<file path="src/hw/laser_pkg.sv">
`default_nettype none

package laser_pkg;

  ////////////////////////////////////////////////////////////
  // Pixel and screen types
  ////////////////////////////////////////////////////////////

  // 4 bits each of red, green, blue
  typedef logic [11:0] pixel_t;

  typedef logic [11:0] coord_t;

  // Beam colour
  localparam pixel_t white_px = 12'hfff;

  ////////////////////////////////////////////////////////////
  // Beam and controller types
  ////////////////////////////////////////////////////////////

  // Rectangle being drawn, all edges inclusive
  typedef struct packed {
    coord_t left;
    coord_t right;
    coord_t top;
    coord_t bottom;
    logic   valid;
  } beam_t;

  typedef enum logic [1:0] {
    ph_idle,
    ph_widen,
    ph_pause,
    ph_hold
  } laser_phase_e;

  // Request to the interval timer
  typedef struct packed {
    logic req;
    logic sel;
  } timer_req_t;

  // Interval select codes
  localparam logic sel_step  = 1'b0;
  localparam logic sel_pause = 1'b1;

endpackage

`default_nettype wire

</file>
<file path="src/hw/raster_counter.sv">
`default_nettype none

module raster_counter #(
  parameter int H_ACTIVE = 800,
  parameter int H_TOTAL  = 1056,
  parameter int V_ACTIVE = 600,
  parameter int V_TOTAL  = 628
) (
  input  wire               pclk,
  input  wire               rst,
  output laser_pkg::coord_t hcount,
  output laser_pkg::coord_t vcount
);

  import laser_pkg::*;

  // Frame total always leaves at least one blanking pixel or line
  localparam int H_SPAN = (H_TOTAL > H_ACTIVE) ? H_TOTAL : H_ACTIVE + 1;
  localparam int V_SPAN = (V_TOTAL > V_ACTIVE) ? V_TOTAL : V_ACTIVE + 1;

  // Last count before wrapping
  localparam coord_t H_END = coord_t'(H_SPAN - 1);
  localparam coord_t V_END = coord_t'(V_SPAN - 1);

  logic line_end;
  logic frame_end;

  assign line_end  = (hcount == H_END);
  assign frame_end = (vcount == V_END);

  ////////////////////////////////////////////////////////////
  // Pixel and line counters
  ////////////////////////////////////////////////////////////

  always_ff @(posedge pclk) begin
    if (rst) begin
      hcount <= '0;
      vcount <= '0;
    end else if (line_end) begin
      hcount <= '0;
      // Next line, or back to the top of the frame
      if (frame_end) begin
        vcount <= '0;
      end else begin
        vcount <= vcount + 1'b1;
      end
    end else begin
      hcount <= hcount + 1'b1;
    end
  end

endmodule

`default_nettype wire

</file>
<file path="src/hw/beam_timer.sv">
`default_nettype none

module beam_timer #(
  parameter int STEP_TICKS  = 325000,
  parameter int PAUSE_TICKS = 325000
) (
  input  wire                   pclk,
  input  wire                   rst,
  input  wire laser_pkg::timer_req_t timer_req,
  output logic                  ack
);

  import laser_pkg::*;

  localparam int MAX_TICKS = (STEP_TICKS > PAUSE_TICKS) ? STEP_TICKS : PAUSE_TICKS;
  localparam int CW        = $clog2(MAX_TICKS + 1);

  // Count value on the last tick of each interval
  localparam logic [CW-1:0] STEP_LAST  = CW'(STEP_TICKS - 1);
  localparam logic [CW-1:0] PAUSE_LAST = CW'(PAUSE_TICKS - 1);

  logic [CW-1:0] count;
  logic [CW-1:0] last;

  // sel is held stable by the controller while req is up
  assign last = (timer_req.sel == sel_pause) ? PAUSE_LAST : STEP_LAST;

  ////////////////////////////////////////////////////////////
  // Tick counter and ack
  ////////////////////////////////////////////////////////////

  always_ff @(posedge pclk) begin
    if (rst) begin
      count <= '0;
      ack   <= 1'b0;
    end else if (!timer_req.req) begin
      // Request withdrawn, drop ack and start over
      count <= '0;
      ack   <= 1'b0;
    end else if (!ack) begin
      if (count == last) begin
        ack <= 1'b1;
      end else begin
        count <= count + 1'b1;
      end
    end
  end

endmodule

`default_nettype wire

</file>
<file path="src/hw/laser_ctrl.sv">
`default_nettype none

module laser_ctrl #(
  parameter int BEAM_CENTER   = 411,
  parameter int BEAM_TOP      = 317,
  parameter int BEAM_BOTTOM   = 587,
  parameter int BEAM_MAX_HALF = 25
) (
  input  wire                     pclk,
  input  wire                     rst,
  input  wire                     play_selected,
  input  wire                     game_on,
  input  wire                     menu_on,
  input  wire                     ack,
  output laser_pkg::timer_req_t   timer_req,
  output laser_pkg::beam_t        beam,
  output laser_pkg::laser_phase_e phase
);

  import laser_pkg::*;

  localparam coord_t CENTER   = coord_t'(BEAM_CENTER);
  localparam coord_t TOP      = coord_t'(BEAM_TOP);
  localparam coord_t BOTTOM   = coord_t'(BEAM_BOTTOM);
  localparam coord_t MAX_HALF = coord_t'(BEAM_MAX_HALF);

  laser_phase_e phase_nxt;
  timer_req_t   req_nxt;
  coord_t       left;
  coord_t       right;
  coord_t       left_nxt;
  coord_t       right_nxt;
  coord_t       half;
  coord_t       half_nxt;
  logic         valid;
  logic         valid_nxt;
  logic         abort;
  logic         req_done;
  logic         req_free;

  // Menu, or neither play nor a running game
  assign abort = menu_on || (!play_selected && !game_on);

  // Timer answered the current request
  assign req_done = timer_req.req && ack;
  // Both handshake lines low, a new request may start
  assign req_free = !timer_req.req && !ack;

  ////////////////////////////////////////////////////////////
  // Next state
  ////////////////////////////////////////////////////////////

  always_comb begin
    phase_nxt = phase;
    req_nxt   = timer_req;
    left_nxt  = left;
    right_nxt = right;
    half_nxt  = half;
    valid_nxt = valid;
    if (abort) begin
      phase_nxt   = ph_idle;
      req_nxt.req = 1'b0;
      valid_nxt   = 1'b0;
    end else begin
      case (phase)
        ph_idle: begin
          // Not aborting means play or game is up
          phase_nxt = ph_widen;
          left_nxt  = CENTER;
          right_nxt = CENTER;
          half_nxt  = '0;
          valid_nxt = 1'b1;
        end
        ph_widen: begin
          if (req_done) begin
            req_nxt.req = 1'b0;
            left_nxt    = left - 1'b1;
            right_nxt   = right + 1'b1;
            half_nxt    = half + 1'b1;
            if (half_nxt == MAX_HALF) begin
              phase_nxt = ph_pause;
            end
          end else if (req_free) begin
            // Only taken directly when the full width is zero
            if (half == MAX_HALF) begin
              phase_nxt = ph_pause;
            end else begin
              req_nxt = '{req: 1'b1, sel: sel_step};
            end
          end
        end
        ph_pause: begin
          if (req_done) begin
            req_nxt.req = 1'b0;
            phase_nxt   = ph_hold;
          end else if (req_free) begin
            req_nxt = '{req: 1'b1, sel: sel_pause};
          end
        end
        // Full width beam stays until abort
        ph_hold:  phase_nxt = ph_hold;
        default:  phase_nxt = ph_idle;
      endcase
    end
  end

  ////////////////////////////////////////////////////////////
  // State registers
  ////////////////////////////////////////////////////////////

  always_ff @(posedge pclk) begin
    if (rst) begin
      phase     <= ph_idle;
      timer_req <= '0;
      half      <= '0;
      valid     <= 1'b0;
    end else begin
      phase     <= phase_nxt;
      timer_req <= req_nxt;
      half      <= half_nxt;
      valid     <= valid_nxt;
    end
  end

  // Beam edges
  always_ff @(posedge pclk) begin
    left  <= left_nxt;
    right <= right_nxt;
  end

  assign beam = '{left: left, right: right, top: TOP, bottom: BOTTOM, valid: valid};

endmodule

`default_nettype wire

</file>
<file path="src/hw/beam_overlay.sv">
`default_nettype none

module beam_overlay (
  input  wire                    pclk,
  input  wire                    rst,
  input  wire laser_pkg::coord_t hcount,
  input  wire laser_pkg::coord_t vcount,
  input  wire laser_pkg::pixel_t rgb_in,
  input  wire laser_pkg::beam_t  beam,
  output laser_pkg::pixel_t      rgb_out
);

  import laser_pkg::*;

  logic   in_cols;
  logic   in_rows;
  logic   in_beam;
  pixel_t rgb_nxt;

  ////////////////////////////////////////////////////////////
  // Beam hit test
  ////////////////////////////////////////////////////////////

  // Edges inclusive on all four sides
  assign in_cols = (hcount >= beam.left) && (hcount <= beam.right);
  assign in_rows = (vcount >= beam.top) && (vcount <= beam.bottom);
  assign in_beam = beam.valid && in_cols && in_rows;

  assign rgb_nxt = in_beam ? white_px : rgb_in;

  // One cycle behind the counts
  always_ff @(posedge pclk) begin
    if (rst) begin
      rgb_out <= '0;
    end else begin
      rgb_out <= rgb_nxt;
    end
  end

endmodule

`default_nettype wire

</file>
<file path="src/hw/laser_stage.sv">
`default_nettype none

module laser_stage #(
  parameter int H_ACTIVE      = 800,
  parameter int H_TOTAL       = 1056,
  parameter int V_ACTIVE      = 600,
  parameter int V_TOTAL       = 628,
  parameter int STEP_TICKS    = 325000,
  parameter int PAUSE_TICKS   = 325000,
  parameter int BEAM_CENTER   = 411,
  parameter int BEAM_TOP      = 317,
  parameter int BEAM_BOTTOM   = 587,
  parameter int BEAM_MAX_HALF = 25
) (
  input  wire                     pclk,
  input  wire                     rst,
  input  wire                     play_selected,
  input  wire                     game_on,
  input  wire                     menu_on,
  input  wire laser_pkg::pixel_t  rgb_in,
  output laser_pkg::pixel_t       rgb_out,
  output laser_pkg::coord_t       hcount,
  output laser_pkg::coord_t       vcount,
  output laser_pkg::beam_t        beam,
  output laser_pkg::laser_phase_e phase
);

  import laser_pkg::*;

  // Controller to timer handshake
  timer_req_t timer_req;
  logic       ack;

  raster_counter #(
    .H_ACTIVE (H_ACTIVE),
    .H_TOTAL  (H_TOTAL),
    .V_ACTIVE (V_ACTIVE),
    .V_TOTAL  (V_TOTAL)
  ) u_raster_counter (
    .pclk   (pclk),
    .rst    (rst),
    .hcount (hcount),
    .vcount (vcount)
  );

  laser_ctrl #(
    .BEAM_CENTER   (BEAM_CENTER),
    .BEAM_TOP      (BEAM_TOP),
    .BEAM_BOTTOM   (BEAM_BOTTOM),
    .BEAM_MAX_HALF (BEAM_MAX_HALF)
  ) u_laser_ctrl (
    .pclk          (pclk),
    .rst           (rst),
    .play_selected (play_selected),
    .game_on       (game_on),
    .menu_on       (menu_on),
    .ack           (ack),
    .timer_req     (timer_req),
    .beam          (beam),
    .phase         (phase)
  );

  beam_timer #(
    .STEP_TICKS  (STEP_TICKS),
    .PAUSE_TICKS (PAUSE_TICKS)
  ) u_beam_timer (
    .pclk      (pclk),
    .rst       (rst),
    .timer_req (timer_req),
    .ack       (ack)
  );

  beam_overlay u_beam_overlay (
    .pclk    (pclk),
    .rst     (rst),
    .hcount  (hcount),
    .vcount  (vcount),
    .rgb_in  (rgb_in),
    .beam    (beam),
    .rgb_out (rgb_out)
  );

endmodule

`default_nettype wire

</file>
<file path="config.mk">
export PLATFORM = sky130hd
export DESIGN_NAME = laser_stage
export DESIGN_NICKNAME = d
export VERILOG_FILES = /design/src/hw/laser_pkg.sv /design/src/hw/raster_counter.sv /design/src/hw/beam_timer.sv /design/src/hw/laser_ctrl.sv /design/src/hw/beam_overlay.sv /design/src/hw/laser_stage.sv
export SDC_FILE = /design/constraint.sdc
export NUM_CORES = 1
export LEC_CHECK = 0
export BUFFER_PORTS_ARGS = -buffer_cell sky130_fd_sc_hd__buf_2
export CAP_MARGIN = 10
export CORE_ASPECT_RATIO = 1.4
export CORE_MARGIN = 3
export CORE_UTILIZATION = 32
export CTS_BUF_LIST = sky130_fd_sc_hd__clkbuf_8
export DETAILED_ROUTE_END_ITERATION = 7
export PLACE_DENSITY = 0.58
export SYNTH_ARGS = -nofsm -noshare
export SYNTH_HDL_FRONTEND = slang
export SYNTH_SLANG_ARGS = --single-unit
</file>
<file path="constraint.sdc">
create_clock -name pclk -period 2.4 [get_ports pclk]
set_input_delay 0.36 -clock pclk [delete_from_list [all_inputs] [get_ports pclk]]
set_output_delay 0.36 -clock pclk [all_outputs]
set_load 0.05 [all_outputs]
</file>
==> reports/qor.csv, run 1 <==
metric,value,unit
outcome,completed,
"Arr. time, crit path",2.42,ns
compound-cell area share of the yosys netlist,0.1125,
Yosys warning count,0,
period utilization,0.9028,
largest family of logic cells by synthesized area,simple AND/OR/NAND/NOR gates,
maximum net fanout on the critical path,8,
number of synthesized flops with an enable pin,24,
post-synth top area share,0.2655,
share of cells above drive strength 1,0.1734,
CP Class,flip-flop to flip-flop,
Max Clock Skew,0.009365,ns
via count of the first global-routing pass,4200,
fin crit period,2.167,ns
P per Cell Area,543.7,mW/mm²
io pins,104,
Root Driver,clkbuf_8,
number of H-tree levels,3,
Mapped Avg Cell Area,8.915,µm²
routability cong.,0.8313,
port bufs,79,
leakage power,2.684,nW
setup TNS,0,ns
Routed Antenna Nets,0,
endpoints failing setup,0,
Startpoint Class,flip-flop,
sequential-to-total area share from yosys stat,0.3982,
"Async S/R FF share, synth",0,
Adder-Cell Fraction of Synth Area,0.08988,
Register-to-Register Setup Slack,0.23,ns
RSZ-0062 raised after global routing,no,
initial antenna violation count,0,
starting DRC count in detailed routing,255,
CTS hold repair buffers,0,
Pwr Total,3.374,mW
CTS tree,yes,
Worst Hold Class,input pin to flip-flop,
Pins Over Slew Limit,0,
Sink Count,96,
clock slew at reported path FFs,0.10,ns
Inserted Clock Buffers,9,
routed via count,4326,
std cell rows,55,
top post-synthesis cells by area,"dfxtp_1 (27%), edfxtp_1 (13%), ha_1 (9.0%)",
total global-route track usage,0.1374,
DRC,0,
drt first pass iters,4,
WL/cell,14.23,µm
effective utilization at floorplan,0.3315,
post-synthesis mux area share,0.007375,
PostCTS Resize Cnt,0,
Max Root-Sink Buffers,2,
Synth Area in XOR/XNOR,0.08550,
"count leader, synth",dfxtp_1,
r2r worst-path depth,7,
final wirelength,12.68,mm
total gr overflow,0,
postcts setup bufs,0,
Hold Path Cell Cnt,3,
synthesis-to-finish area growth,14.29,%
Worst EP required,2.66,ns
"Top FF cell, synth",dfxtp_1,
clock latency on the worst-skew pair,0.38,ns
"Core Util, Final",0.3788,
Max IR drop VDD,0.0002149,V
Die Wd,116.1,µm
Die ar.,0.01859,mm²
"Cell Area, Synth",0.005429,mm²
nets,743,
Vias/cell,4.855,
fmax,0.4615,GHz
synthesized flop and latch total,96,
most instantiated cells after synthesis,"dfxtp_1 (72), nor2_1 (62), inv_1 (50)",
first-pass GRT wire length,20.69,mm
largest net degree at the start of global routing,34,
Max-cap violations,0,
"Distinct cells, synth",58,
die height,160.1,µm
synthesized instance count,609,
cell taking the most area after synthesis,dfxtp_1,
Post-DP HPWL,9.430,mm
Post-Synth Simple-Gate Area,0.2222,
core footprint,0.01638,mm²
# diodes,0,
Worst setup EP type,flip-flop,
endpoints failing hold,0,
-- layout by cell type, fill, tap and decap left out, types with 9 or more instances in the layout --
cell,Yosys,layout
buf_2,3,79
dfxtp_1,72,69
nor2_1,62,61
inv_1,50,49
nand2_1,39,39
ha_1,39,38
xor2_1,33,33
o21ai_0,30,30
nand3_1,26,26
a21oi_1,24,24
conb_1,2,24
edfxtp_1,24,24
xnor2_1,20,20
and3_1,18,18
and2_1,15,15
nand4_1,13,13
nor4_1,10,10
clkbuf_8,0,9
-- logic make-up after synthesis --
| logic type | Yosys count |
|---|---|
| mux | 4 |
| xor+xnor | 53 |
| fa+ha+maj | 39 |
| buf+inv | 93 |
| other cells | 2 |
| simple gates | 231 |
| compound gates | 91 |
| flops | 96 |
-- metal layers --
metal	routed length, µm	up-vias	track usage
li1	-	2209	-
met1	5754	2036	0.1720
met2	6299	66	0.2347
met3	365	15	0.01895
met4	257	0	0.05435
met5	0	-	0
-- sequential cells by signal (all words and copies together), names as in the netlist, 2 cells and up --
register and count:
u_beam_timer.count 19, u_laser_ctrl.phase 2, u_laser_ctrl.right 12, u_laser_ctrl.left 12, u_beam_overlay.rgb_out 12, u_raster_counter.hcount 12
u_raster_counter.vcount 12, u_laser_ctrl.half 12
-- stage by stage --
| step | std cells | worst slack [ns] | hold slack (ns) | instance area, µm² |
|---|---|---|---|---|
| floorplan | 631 | 0.05232 | 0.4553 | 5517 |
| global placement | 875 | 0.2694 | 0.4709 | 5978 |
| detailed placement | 875 | 0.1949 | 0.4888 | 5978 |
| CTS | 891 | 0.1781 | 0.2031 | 6197 |
| global route | 891 | 0.005846 | 0.2210 | 6205 |
| finish | 891 | 0.2334 | 0.2264 | 6205 |
-- worst max-delay path, cell delays in order (launching register included) --
cell and delay [ns]:
dfxtp_1 0.46, ha_1 0.24, and4_1 0.28, and3_1 0.33, nand4_1 0.22, or2_2 0.33, xor2_1 0.13, nor2_1 0.05
-- final cells by class --
cell class / count / area (µm²)
Timing Repair Buffer: 88 / 475.5
Multi-Input combinational cell: 442 / 2904
Clock inverter: 7 / 95.09
Tap cell: 199 / 249.0
Sequential cell: 96 / 2166
Fill cell: 1729 / 10170
Clock buffer: 9 / 123.9
Inverter: 50 / 191.4
-- power breakdown --
| part | switching [mW] | total (mW) | internal (mW) | leakage, nW |
|---|---|---|---|---|
| clock | 0.599 | 1.19 | 0.589 | 0.110 |
| combinational | 0.342 | 0.448 | 0.106 | 1.79 |
| sequential | 0.0383 | 1.74 | 1.70 | 0.785 |
| total | 0.979 | 3.37 | 2.39 | 2.68 |
-- final timing paths --
kind | end | from
min | u_beam_overlay.rgb_out[2]$_SDFF_PP0_ | rgb_in[2]
max | u_raster_counter.vcount[5]$_SDFFE_PP0P_ | u_raster_counter.hcount[1]$_SDFF_PP0_
min reg2reg | u_raster_counter.hcount[0]$_SDFF_PP0_ | u_raster_counter.hcount[0]$_SDFF_PP0_
max reg2reg | u_raster_counter.vcount[5]$_SDFFE_PP0P_ | u_raster_counter.hcount[1]$_SDFF_PP0_
No activity file was read; power rests on OpenSTA's default activity.
==> run 2, diff against run 1 <==
Settings changed: ABC_CLOCK_PERIOD_IN_PS set to 2090.
Clock period 2.4 ns to 2.09 ns, I/O delays scaled along.
==> run 2 against run 1 <==
Sequential power increased by 14%. Fmax up 9.3%. Flip-flop and latch count stayed put. Global-route usage up 0.45 points. Sequential share of layout area is 0.83 points lower. Total power is 11% higher. Via count increased by 2.0%. Critical endpoint is now u_laser_ctrl.phase[1]$_SDFFE_PP0P_. Cell count up 2.4%. Die area did not move. Largest power group unchanged. First-iteration DRC count fell by 31%. Core utilization up 1.3 points. Clock power about the same.
==> reports/qor.csv, run 2 (synthesis gave the netlist of run 1 again) <==
metric,value,unit
die height,160.1,µm
Hold Path End,u_beam_overlay.rgb_out[11]$_SDFF_PP0_,
synthesis-to-finish area growth,18.28,%
Hold Path Cell Cnt,3,
port bufs,79,
final wirelength,12.96,mm
Worst setup EP type,flip-flop,
r2r worst-path depth,8,
post-route cell area,0.006421,mm²
first-pass GRT wire length,21.19,mm
fin cells,912,
fin crit period,1.982,ns
number of H-tree levels,3,
worst-margin pin slew,0.5132,ns
maximum net fanout on the critical path,4,
effective utilization at floorplan,0.3315,
Routed Antenna Nets,0,
Max IR drop VDD,0.0002128,V
r2r startpoint,u_laser_ctrl.half[0]$_SDFFE_PP0P_,
std cell rows,55,
routability cong.,0.8026,
Worst Hold Class,input pin to flip-flop,
io pins,104,
total global-route track usage,0.1419,
CP Class,flip-flop to flip-flop,
endpoints failing setup,0,
Post-DP HPWL,9.737,mm
leakage power,2.788,nW
Register-to-Register Setup Slack,0.11,ns
Startpoint Class,flip-flop,
Hold Crit Start,rgb_in[11],
endpoints failing hold,0,
Pins Over Slew Limit,0,
routed via count,4412,
DRC,0,
Worst EP required,2.38,ns
starting DRC count in detailed routing,177,
clock latency on the worst-skew pair,0.40,ns
Inserted Clock Buffers,9,
Max Clock Skew,0.01907,ns
r2r endpoint,u_laser_ctrl.phase[1]$_SDFFE_PP0P_,
largest net degree at the start of global routing,34,
core footprint,0.01638,mm²
Fillers,1689,
Die ar.,0.01859,mm²
initial antenna violation count,0,
fmax,0.5046,GHz
clock slew at reported path FFs,0.09,ns
# diodes,0,
CTS hold repair buffers,0,
WL/cell,14.21,µm
Area after DPL,0.006175,mm²
nets,764,
"most common cell after layout, fill and taps aside",buf_2,
Vias/cell,4.838,
Biggest register,u_beam_timer.count,
CTS tree,yes,
drt first pass iters,4,
share of cells above drive strength 1,0.2300,
dpl cells,895,
Die Wd,116.1,µm
"Arr. time, crit path",2.27,ns
most frequent cells in the layout,"buf_2 (79), nor2_1 (61), dfxtp_1 (59)",
Sink Count,96,
relative slew slack,0.6579,
Root Driver,clkbuf_8,
period utilization,0.9481,
P per Cell Area,581.9,mW/mm²
max reg flops,19,
Max Root-Sink Buffers,2,
outcome,completed,
total gr overflow,0,
Max-cap violations,0,
via count of the first global-routing pass,4354,
## run 2: changes by cell type in the layout (fill, tap and decap cells not counted), sizes merged
cell / delta
buf: +21
clkinv: -1
clkbuf: +1
bufinv: -2
inv: +2
## run 2: critical path, cell delays in order (launching register included)
cell and delay (ns):
dfxtp_2 0.35, ha_4 0.16, and3_4 0.18, and4_1 0.20
buf_4 0.14, mux2i_2 0.16, a2111oi_4 0.39, o21ai_0 0.12
and3b_1 0.18
## run 2: routing by layer
layer	routed length, µm	vias up	GRT usage
li1	-	2252	-
met1	5591	2060	0.1676
met2	6646	83	0.2509
met3	504	17	0.03033
met4	216	0	0.04644
met5	0	-	0
## run 2: repair_timing
action,in CTS,in global routing
setup buffers,0,1
gates resized for setup,0,16
endpoints found under the setup margin,0,24
endpoints found under the hold margin,0,0
## run 2: power breakdown
part / internal [mW] / switching, mW / leakage, nW
Clock: 0.482 / 0.731 / 0.0939
Sequential: 1.95 / 0.0407 / 0.791
Combinational: 0.133 / 0.399 / 1.90
## run 2: final cells by class
cell class                      instances  area (µm²)  share of cell area
Clock buffer                           10       137.6             0.02143
Clock inverter                          6       51.30            0.007989
Inverter                               50       191.4             0.02981
Multi-Input combinational cell        442        2967              0.4620
Sequential cell                        96        2188              0.3408
Tap cell                              199       249.0             0.03878
Timing Repair Buffer                  109       636.9             0.09918
## run 2: through the flow
step	hold WS, ns	power [mW]	utilization	setup TNS (ns)	worst slack (ns)
global route	0.1462	3.900	0.3921	-0.002365	-0.001441
CTS	0.1343	3.780	0.3885	0	0.04244
global placement	0.4398	2.563	0.3770	0	0.1050
floorplan	0.4395	2.471	-	-0.09257	-0.01056
detailed placement	0.4599	2.568	0.3770	0	0.07766
finish	0.1466	3.736	0.3921	0	0.1084
## run 2: worst max path at each step
stage / from / cells after the start / endpoint
3_5_place_dp: u_raster_counter.hcount[0]$_SDFF_PP0_ / 6 / u_raster_counter.vcount[4]$_SDFFE_PP0P_
2_1_floorplan: u_laser_ctrl.right[5]$_SDFFCE_PN0P_ / 9 / u_beam_overlay.rgb_out[11]$_SDFF_PP0_
6_report: u_laser_ctrl.half[0]$_SDFFE_PP0P_ / 8 / u_laser_ctrl.phase[1]$_SDFFE_PP0P_
3_3_place_gp: u_laser_ctrl.half[0]$_SDFFE_PP0P_ / 8 / u_laser_ctrl.phase[0]$_SDFFE_PP0P_
4_1_cts: u_raster_counter.hcount[0]$_SDFF_PP0_ / 6 / u_raster_counter.vcount[4]$_SDFFE_PP0P_
5_1_grt: u_raster_counter.hcount[0]$_SDFF_PP0_ / 9 / u_beam_overlay.rgb_out[0]$_SDFF_PP0_
